### src/rtl/cart_pkg.sv
package cart_pkg;

	////////////////////////////////////////////////////////////////////////////
	// Widths

	localparam int ADDR_W      = 25;
	localparam int WORD_W      = 16;
	localparam int QUIRK_W     = 6;
	localparam int GUN_DELAY_W = 8;

	typedef logic [ADDR_W-1:0]      addr_t;      // Download byte address
	typedef logic [WORD_W-1:0]      word_t;      // Low byte comes first in file
	typedef logic [QUIRK_W-1:0]     quirk_t;
	typedef logic [GUN_DELAY_W-1:0] gun_delay_t;
	typedef logic [1:0]             region_t;

	// Region codes as the console core expects them
	localparam region_t REGION_JP = 2'd0;
	localparam region_t REGION_US = 2'd1;
	localparam region_t REGION_EU = 2'd2;

	// Write pacer states
	typedef enum logic {
		PACE_IDLE,
		PACE_WAIT
	} pacer_state_e;

	////////////////////////////////////////////////////////////////////////////
	// Cartridge header layout

	localparam addr_t HDR_REGION_A  = 25'h1F0; // Two region letters
	localparam addr_t HDR_REGION_B  = 25'h1F2; // Third letter in low byte
	localparam addr_t HDR_DONE_ADDR = 25'h200; // Header fully received

	// Product code words, byte swapped in the file
	localparam addr_t ID_ADDR_FIRST = 25'h182;
	localparam addr_t ID_ADDR_LAST  = 25'h18A;
	localparam addr_t ID_CHECK_ADDR = 25'h18C; // Code complete, run lookup

	// Bit positions in quirk_t
	localparam int Q_SRAM   = 0;
	localparam int Q_EEPROM = 1;
	localparam int Q_FIFO   = 2;
	localparam int Q_SVP    = 3;
	localparam int Q_FMBUSY = 4;
	localparam int Q_NORAM  = 5;

	localparam gun_delay_t GUN_DELAY_DEFAULT = 8'd44;

	////////////////////////////////////////////////////////////////////////////
	// Region settings

	localparam logic [1:0] MODE_FILE_EXT = 2'd1; // Region from file index
	localparam logic [1:0] MODE_HEADER   = 2'd2;
	localparam logic [1:0] MODE_DISABLED = 2'd3;

	localparam logic [1:0] PRIO_US_EU_JP = 2'd0;
	localparam logic [1:0] PRIO_EU_US_JP = 2'd1;
	localparam logic [1:0] PRIO_US_JP_EU = 2'd2;
	localparam logic [1:0] PRIO_JP_US_EU = 2'd3;

endpackage
### src/rtl/cart_loader_top.sv
`timescale 1ns/100ps

module cart_loader_top (
	input  logic                  clk_sys,
	input  logic                  RESET,
	input  logic                  cart_download,
	input  logic                  ioctl_wr,
	input  cart_pkg::addr_t       ioctl_addr,
	input  cart_pkg::word_t       ioctl_data,
	input  logic [7:0]            ioctl_index,
	input  logic [1:0]            region_mode,
	input  logic [1:0]            region_priority,
	input  logic                  mem_ack_a,
	input  logic                  mem_ack_b,
	output logic                  rom_wr,
	output logic                  ioctl_wait,
	output cart_pkg::addr_t       rom_size,
	output cart_pkg::quirk_t      quirks,
	output logic                  gun_type,
	output cart_pkg::gun_delay_t  gun_delay,
	output cart_pkg::region_t     region_req,
	output logic                  region_set
);

	logic hdr_j;
	logic hdr_u;
	logic hdr_e;
	logic hdr_ready;

	////////////////////////////////////////////////////////////////////////////
	// Download stream forks into pacer and both scans

	rom_write_pacer rom_write_pacer_i (
		.clk_sys       (clk_sys),
		.RESET         (RESET),
		.cart_download (cart_download),
		.ioctl_wr      (ioctl_wr),
		.ioctl_addr    (ioctl_addr),
		.mem_ack_a     (mem_ack_a),
		.mem_ack_b     (mem_ack_b),
		.rom_wr        (rom_wr),
		.ioctl_wait    (ioctl_wait),
		.rom_size      (rom_size)
	);

	header_region_scan header_region_scan_i (
		.clk_sys       (clk_sys),
		.RESET         (RESET),
		.cart_download (cart_download),
		.ioctl_wr      (ioctl_wr),
		.ioctl_addr    (ioctl_addr),
		.ioctl_data    (ioctl_data),
		.hdr_j         (hdr_j),
		.hdr_u         (hdr_u),
		.hdr_e         (hdr_e),
		.hdr_ready     (hdr_ready)
	);

	cart_quirk_lookup cart_quirk_lookup_i (
		.clk_sys       (clk_sys),
		.RESET         (RESET),
		.cart_download (cart_download),
		.ioctl_wr      (ioctl_wr),
		.ioctl_addr    (ioctl_addr),
		.ioctl_data    (ioctl_data),
		.quirks        (quirks),
		.gun_type      (gun_type),
		.gun_delay     (gun_delay)
	);

	// Header flags feed the region decision
	region_select region_select_i (
		.clk_sys         (clk_sys),
		.RESET           (RESET),
		.hdr_j           (hdr_j),
		.hdr_u           (hdr_u),
		.hdr_e           (hdr_e),
		.hdr_ready       (hdr_ready),
		.region_mode     (region_mode),
		.region_priority (region_priority),
		.ioctl_index     (ioctl_index),
		.region_req      (region_req),
		.region_set      (region_set)
	);

endmodule

### src/rtl/region_select.sv
`timescale 1ns/100ps

module region_select (
	input  logic                clk_sys,
	input  logic                RESET,
	input  logic                hdr_j,
	input  logic                hdr_u,
	input  logic                hdr_e,
	input  logic                hdr_ready,
	input  logic [1:0]          region_mode,
	input  logic [1:0]          region_priority,
	input  logic [7:0]          ioctl_index,
	output cart_pkg::region_t   region_req,
	output logic                region_set
);

	logic              ready_q;
	logic [3:0]        present; // Indexed by region code
	cart_pkg::region_t hdr_pick;

	// First region of the order that the header lists
	function automatic cart_pkg::region_t pick(
		input logic [1:0] prio,
		input logic [3:0] avail
	);
		cart_pkg::region_t order [3];
		cart_pkg::region_t res;
		case (prio)
			cart_pkg::PRIO_US_EU_JP:
				order = '{cart_pkg::REGION_US, cart_pkg::REGION_EU, cart_pkg::REGION_JP};
			cart_pkg::PRIO_EU_US_JP:
				order = '{cart_pkg::REGION_EU, cart_pkg::REGION_US, cart_pkg::REGION_JP};
			cart_pkg::PRIO_US_JP_EU:
				order = '{cart_pkg::REGION_US, cart_pkg::REGION_JP, cart_pkg::REGION_EU};
			default:
				order = '{cart_pkg::REGION_JP, cart_pkg::REGION_US, cart_pkg::REGION_EU};
		endcase
		if (avail[order[0]])
			res = order[0];
		else if (avail[order[1]])
			res = order[1];
		else if (avail[order[2]])
			res = order[2];
		else
			res = order[0]; // Nothing in header, use preferred region
		return res;
	endfunction

	assign present  = {1'b0, hdr_e, hdr_u, hdr_j};
	assign hdr_pick = pick(region_priority, present);

	always_ff @(posedge clk_sys) begin
		if (RESET) begin
			ready_q    <= 1'b0;
			region_req <= cart_pkg::REGION_JP;
			region_set <= 1'b0;
		end else begin
			ready_q <= hdr_ready;

			if (hdr_ready && !ready_q) begin
				case (region_mode)
					cart_pkg::MODE_HEADER: begin
						region_req <= hdr_pick;
						region_set <= 1'b1;
					end
					cart_pkg::MODE_FILE_EXT: begin
						region_req <= ioctl_index[7:6];
						region_set <= |ioctl_index;
					end
					default: ; // Disabled, also code 0
				endcase
			end

			if (!hdr_ready && ready_q)
				region_set <= 1'b0;
		end
	end

endmodule

### src/rtl/cart_quirk_lookup.sv
`timescale 1ns/100ps

module cart_quirk_lookup (
	input  logic                  clk_sys,
	input  logic                  RESET,
	input  logic                  cart_download,
	input  logic                  ioctl_wr,
	input  cart_pkg::addr_t       ioctl_addr,
	input  cart_pkg::word_t       ioctl_data,
	output cart_pkg::quirk_t      quirks,
	output logic                  gun_type,
	output cart_pkg::gun_delay_t  gun_delay
);

	logic [63:0]     cart_id; // Eight ASCII characters with the first one on top
	logic [15:0]     data_swap;
	logic            dl_q;
	logic            word_stb;
	cart_pkg::quirk_t quirk_base;

	////////////////////////////////////////////////////////////////////////////
	// Known titles that need special handling

	function automatic cart_pkg::quirk_t quirk_of(input logic [63:0] code);
		cart_pkg::quirk_t q;
		q = '0;
		case (code)
			"T-081276", "T-81406 ":
				q[cart_pkg::Q_SRAM] = 1'b1; // Odd byte SRAM mapping
			"MK-1215 ", "G-4060  ", "T-12046 ":
				q[cart_pkg::Q_EEPROM] = 1'b1; // Serial EEPROM saves
			"T-89016 ":
				q[cart_pkg::Q_FIFO] = 1'b1;
			"MK-1229 ", "G-7001  ":
				q[cart_pkg::Q_SVP] = 1'b1; // DSP cartridge
			"T-35036 ", "T-25073 ", "MK-1137-":
				q[cart_pkg::Q_FMBUSY] = 1'b1;
			"T-113016":
				q[cart_pkg::Q_NORAM] = 1'b1; // Fails on a RAM check otherwise
			default: q = '0;
		endcase
		return q;
	endfunction

	assign data_swap = {ioctl_data[7:0], ioctl_data[15:8]};
	assign word_stb  = cart_download & ioctl_wr;

	assign quirk_base = (cart_download && !dl_q) ? '0 : quirks;

	// Product code capture
	always_ff @(posedge clk_sys) begin
		if (word_stb) begin
			case (ioctl_addr)
				cart_pkg::ID_ADDR_FIRST:          cart_id[63:56] <= ioctl_data[15:8];
				cart_pkg::ID_ADDR_FIRST + 25'd2:  cart_id[55:40] <= data_swap;
				cart_pkg::ID_ADDR_FIRST + 25'd4:  cart_id[39:24] <= data_swap;
				cart_pkg::ID_ADDR_FIRST + 25'd6:  cart_id[23:8]  <= data_swap;
				cart_pkg::ID_ADDR_LAST:           cart_id[7:0]   <= ioctl_data[7:0];
				default: ;
			endcase
		end
	end

	////////////////////////////////////////////////////////////////////////////
	// Lookup once the code is complete

	always_ff @(posedge clk_sys) begin
		if (RESET) begin
			dl_q      <= 1'b0;
			quirks    <= '0;
			gun_type  <= 1'b0;
			gun_delay <= cart_pkg::GUN_DELAY_DEFAULT;
		end else begin
			dl_q   <= cart_download;
			quirks <= quirk_base;

			if (word_stb && ioctl_addr == cart_pkg::ID_CHECK_ADDR) begin
				quirks <= quirk_base | quirk_of(cart_id);

				// Gun titles and their sensor offset
				case (cart_id)
					"MK-1533 ": {gun_type, gun_delay} <= {1'b0, 8'd100};
					"T-95096-": {gun_type, gun_delay} <= {1'b1, 8'd52}; // Two-gun type
					"T-95136-": {gun_type, gun_delay} <= {1'b1, 8'd30};
					"MK-1658 ": {gun_type, gun_delay} <= {1'b0, 8'd120};
					"T-081156": {gun_type, gun_delay} <= {1'b0, 8'd126};
					default: begin
						gun_type  <= 1'b0;
						gun_delay <= cart_pkg::GUN_DELAY_DEFAULT;
					end
				endcase
			end
		end
	end

endmodule

### src/rtl/header_region_scan.sv
`timescale 1ns/100ps

module header_region_scan (
	input  logic                clk_sys,
	input  logic                RESET,
	input  logic                cart_download,
	input  logic                ioctl_wr,
	input  cart_pkg::addr_t     ioctl_addr,
	input  cart_pkg::word_t     ioctl_data,
	output logic                hdr_j,
	output logic                hdr_u,
	output logic                hdr_e,
	output logic                hdr_ready
);

	logic       dl_q;
	logic       dl_rise;
	logic       dl_fall;
	logic [2:0] hit_lo;
	logic [2:0] hit_hi;
	logic [2:0] flags_base;

	// One region letter as {j, u, e}
	function automatic logic [2:0] classify(input logic [7:0] ch);
		logic [2:0] res;
		res = 3'b000;
		if (ch == "J")
			res = 3'b100;
		else if (ch == "U")
			res = 3'b010;
		else if (ch >= "0" && ch <= "Z")
			res = 3'b001; // Anything else printable counts as EU
		return res;
	endfunction

	assign dl_rise = cart_download & ~dl_q;
	assign dl_fall = ~cart_download & dl_q;

	assign hit_lo = classify(ioctl_data[7:0]);
	assign hit_hi = classify(ioctl_data[15:8]);

	// A new download starts from empty flags
	assign flags_base = dl_rise ? 3'b000 : {hdr_j, hdr_u, hdr_e};

	always_ff @(posedge clk_sys) begin
		if (RESET) begin
			dl_q      <= 1'b0;
			hdr_ready <= 1'b0;
			{hdr_j, hdr_u, hdr_e} <= 3'b000;
		end else begin
			dl_q <= cart_download;
			{hdr_j, hdr_u, hdr_e} <= flags_base;

			if (cart_download && ioctl_wr) begin
				if (ioctl_addr == cart_pkg::HDR_REGION_A)
					{hdr_j, hdr_u, hdr_e} <= flags_base | hit_lo | hit_hi;
				else if (ioctl_addr == cart_pkg::HDR_REGION_B)
					{hdr_j, hdr_u, hdr_e} <= flags_base | hit_lo; // Low byte only
				if (ioctl_addr == cart_pkg::HDR_DONE_ADDR)
					hdr_ready <= 1'b1;
			end

			if (dl_fall)
				hdr_ready <= 1'b0;
		end
	end

endmodule

### src/rtl/rom_write_pacer.sv
`timescale 1ns/100ps

module rom_write_pacer (
	input  logic                clk_sys,
	input  logic                RESET,
	input  logic                cart_download,
	input  logic                ioctl_wr,
	input  cart_pkg::addr_t     ioctl_addr,
	input  logic                mem_ack_a,
	input  logic                mem_ack_b,
	output logic                rom_wr,
	output logic                ioctl_wait,
	output cart_pkg::addr_t     rom_size
);

	cart_pkg::pacer_state_e state;
	logic dl_q;
	logic word_stb;
	logic acks_done;

	assign word_stb  = cart_download & ioctl_wr;
	// Both memories have copied the current request level
	assign acks_done = (mem_ack_a == rom_wr) && (mem_ack_b == rom_wr);

	assign ioctl_wait = (state == cart_pkg::PACE_WAIT);

	////////////////////////////////////////////////////////////////////////////
	// Toggle request and wait hold

	always_ff @(posedge clk_sys) begin
		if (RESET) begin
			state  <= cart_pkg::PACE_IDLE;
			rom_wr <= 1'b0;
		end else begin
			if (word_stb) begin
				rom_wr <= ~rom_wr; // New word for both memories
				state  <= cart_pkg::PACE_WAIT;
			end else begin
				case (state)
					cart_pkg::PACE_IDLE: state <= cart_pkg::PACE_IDLE;
					cart_pkg::PACE_WAIT: begin
						// Stay here as long as either memory lags
						if (acks_done)
							state <= cart_pkg::PACE_IDLE;
					end
					default: state <= cart_pkg::PACE_IDLE;
				endcase
			end
		end
	end

	////////////////////////////////////////////////////////////////////////////
	// ROM size at end of download

	always_ff @(posedge clk_sys) begin
		if (RESET)
			dl_q <= 1'b0;
		else
			dl_q <= cart_download;
	end

	always_ff @(posedge clk_sys) begin
		if (dl_q && !cart_download)
			rom_size <= ioctl_addr; // Last address the host sent
	end

endmodule

### config.mk
export PLATFORM = sky130hd
export DESIGN_NAME = cart_loader_top
export DESIGN_NICKNAME = d
export VERILOG_FILES = /design/src/rtl/cart_pkg.sv /design/src/rtl/cart_loader_top.sv /design/src/rtl/region_select.sv /design/src/rtl/cart_quirk_lookup.sv /design/src/rtl/header_region_scan.sv /design/src/rtl/rom_write_pacer.sv
export SDC_FILE = /design/constraint.sdc
export NUM_CORES = 1
export LEC_CHECK = 0
export BUFFER_PORTS_ARGS = -buffer_cell sky130_fd_sc_hd__buf_2
export CORE_AREA = 2 2 93 104
export CTS_BUF_LIST = sky130_fd_sc_hd__clkbuf_8
export CTS_CLUSTER_DIAMETER = 200
export DETAILED_ROUTE_END_ITERATION = 12
export DIE_AREA = 0 0 95 106
export GPL_TIMING_DRIVEN = 0
export MAX_ROUTING_LAYER = met4
export PLACE_DENSITY = 0.84
export SYNTH_ARGS = -nofsm -noshare
export SYNTH_HDL_FRONTEND = slang
export SYNTH_SLANG_ARGS = --single-unit
### constraint.sdc
create_clock -name clk_sys -period 4 [get_ports clk_sys]
set_input_delay 0.8 -clock clk_sys [delete_from_list [all_inputs] [get_ports clk_sys]]
set_output_delay 0.8 -clock clk_sys [all_outputs]
set_load 0.01 [all_outputs]
==> key figures <==
Routing
  – DR WL/cell: 19.7 um
  – Via/cell ratio: 5.96
  – Remaining DRCs: 0
  – Initial DRC count: 307
  – Drt pass-1 iters: 5
  – Final ANT Viol Nets: 0
  – Total number of vias: 3908
  – Final WL: 12900 um

Global routing
  – First-pass GRT wire length: 19800 um
  – Initial antenna violation count: 0
  – Pin count of the biggest net entering global routing: 17
  – Met1 GRT Util: 33.4%
  – Busiest grt layer: met2
  – Grt met3 use: 6.31%
  – Routing usage on met2: 44.3%
  – Vias in the first global route: 3845
  – GRT Residual Overflow: 0
  – GRT Total Usage: 27.4%

Min path
  – Hold Path Class: reg -> reg

Yosys
  – Largest cells by area after synthesis: edfxtp_1 (55%), dfxtp_1 (9.8%), nor2_1 (3.3%), nand2_1 (2.5%), nand4_1 (2.3%)
  – Main flop type after synthesis: edfxtp_1
  – Register area share after synthesis: 64.5%
  – Mapped Avg Cell Area: 12.1 um^2
  – Asr flop ratio synth: 0%
  – Cells after synthesis: 404
  – Synth Cell Area: 0.00489 mm^2
  – Share of the synthesized area in the top cell type: 54.6%
  – Top post-synthesis cells by count: edfxtp_1 (89), nor2_1 (43), nand2_1 (33)
  – Yosys warns: 0
  – Synthesized flop and latch total: 113
  – Number of enable flip-flop cells after synthesis: 89
  – Synth unique cells: 52
  – Cell taking the most area after synthesis: edfxtp_1
  – Cell with the most instances after synthesis: edfxtp_1

Timing
  – Tmin final: 3.21 ns
  – Worst Tran Pin Value: 1.29 ns
  – Clock skew after layout: 0.0106 ns
  – Setup total negative slack: 0 ns
  – Slew Viols, Final: 0
  – Fmax: 311 MHz
  – Relative slew slack: 13.4%
  – RSZ-0062 raised after global routing: false
  – Period utilization: 80.3%
  – Final setup fails: 0
  – Final hold vios: 0

Clock tree
  – CTS H-tree depth: 4
  – Root Driver: clkbuf_8
  – TritonCTS Sinks: 113
  – TritonCTS clock tree: built
  – TritonCTS Buffers: 17
  – Post-cts repair resize count: 0
  – Hold Buf Count CTS: 0
  – Clk Latency, worst-skew pair: 0.44 ns
  – Reg clk slew, reported paths: 0.06 ns
  – Post-CTS setup buffer count: 0
  – Buffer depth of the longest clock path: 2

Finish
  – Nets: 586
  – Antenna cells: 0
  – Synth-to-layout area growth: 21.7%
  – Layout cells sized above 1: 27.6%

Critical path
  – Crit-path max FO: 8
  – Crit Path Class: in -> reg
  – Data arrival, critical path: 3.26 ns
  – Crit path required time: 4.05 ns
  – CP Launch Type: input pin
  – Crit end category: register

Floorplan
  – Initial core utilization: 53.6%
  – Die H: 106 um
  – Row cnt: 37
  – Die area: 0.0101 mm^2
  – IO Count: 104
  – Core area: 0.00912 mm^2
  – Die Span X: 95 um

Placement
  – Dpl hpwl: 9670 um
  – GPL Wtd Cong: 0.920
  – PortBufs: 101

Pwr
  – VDD IR max: 0.271 mV
  – Pleak: 2.06 nW
  – Cell Pwr Density: 409 mW/mm^2
  – Pwr Total: 2.44 mW

Status
  – Status: complete, no violations

Flow run
  – Total of max-cap violations: 0
==> layout make-up <==
type	count	area, um^2
multi-input combinational	279	1670
tap	117	146
buffer	7	55.1
fill	682	3160
clock inverter	15	151
sequential	113	3150
inverter	6	22.5
timing repair buffer	102	520
clock buffer	17	234
==> cell usage in the layout (no fill, tap or decap), types with 10 or more instances in the layout <==
master,n
o21ai_0,10
nor4_1,12
nand2_1,33
nor2b_1,13
nor2_1,41
clkbuf_8,17
nand3_1,20
a21oi_1,16
nor3_1,18
dfxtp_1,24
buf_2,103
edfxtp_1,89
nand4_1,18
==> metal layers <==
layer / vias to the layer above / wire, um
li1: 1829 / -
met1: 1873 / 5210
met2: 178 / 6630
met3: 28 / 775
met4: 0 / 306
met5: - / 0
==> worst paths after layout <==
check / startpoint / to / slack, ns / depth (start not counted)
min reg2reg: cart_quirk_lookup_i.gun_type / cart_quirk_lookup_i.gun_type / 0.45 / 2
min: cart_quirk_lookup_i.gun_type / cart_quirk_lookup_i.gun_type / 0.45 / 2
max: ioctl_addr[18] / cart_quirk_lookup_i.cart_id[58] / 0.79 / 7
max reg2reg: cart_quirk_lookup_i.cart_id[15] / cart_quirk_lookup_i.quirks[2] / 1.15 / 6
==> power breakdown <==
| group | leakage, nW | switching (mW) | total (mW) | internal, mW |
|---|---|---|---|---|
| combinational | 0.869 | 0.0638 | 0.106 | 0.0425 |
| sequential | 0.999 | 0.00302 | 1.28 | 1.28 |
| clock | 0.196 | 0.454 | 1.05 | 0.598 |
| total | 2.06 | 0.521 | 2.44 | 1.92 |
==> registers in the layout, summed over array words and instances, names as in the netlist, 2 cells and up <==
register                       flops
cart_quirk_lookup_i.cart_id       64
cart_quirk_lookup_i.gun_delay      6
rom_write_pacer_i.rom_size        25
region_select_i.region_req         2
cart_quirk_lookup_i.quirks         6
==> per-stage QoR <==
step	utilization (%)	cells	hold slack (ns)	setup WS, ns	area, um^2
final	65.3	656	0.447	0.789	5960
after global routing	65.3	656	0.475	0.593	5960
after CTS	65.2	656	0.449	0.579	5950
after detailed placement	61.0	624	0.440	0.121	5570
after global placement	60.8	623	0.437	0.211	5550
after floorplan	-	405	0.471	0.845	4900
==> cell families (layout without fill, tap and decap cells) <==
logic type | after synthesis | in the layout | share of synthesized area (%)
multiplexers | 1 | 1 | 0.205
other | 1 | 2 | 0.0767
adder cells (fa/ha/maj) | 1 | 1 | 0.256
flip-flops | 113 | 113 | 64.5
AND/OR/NAND/NOR | 230 | 230 | 27.7
buffers and inverters | 13 | 147 | 1.59
AO/OA/AOI/OAI | 44 | 44 | 5.52
XOR/XNOR | 1 | 1 | 0.179
==> worst max-delay path: stages <==
cell,delay [ns]
buf_2,0.11
or4_4,0.54
nor4_4,0.35
nand2_1,0.17
nor4_1,0.20
nand3_1,0.18
nor3_1,0.89
Note: power is estimated with default switching activity, not from simulation.
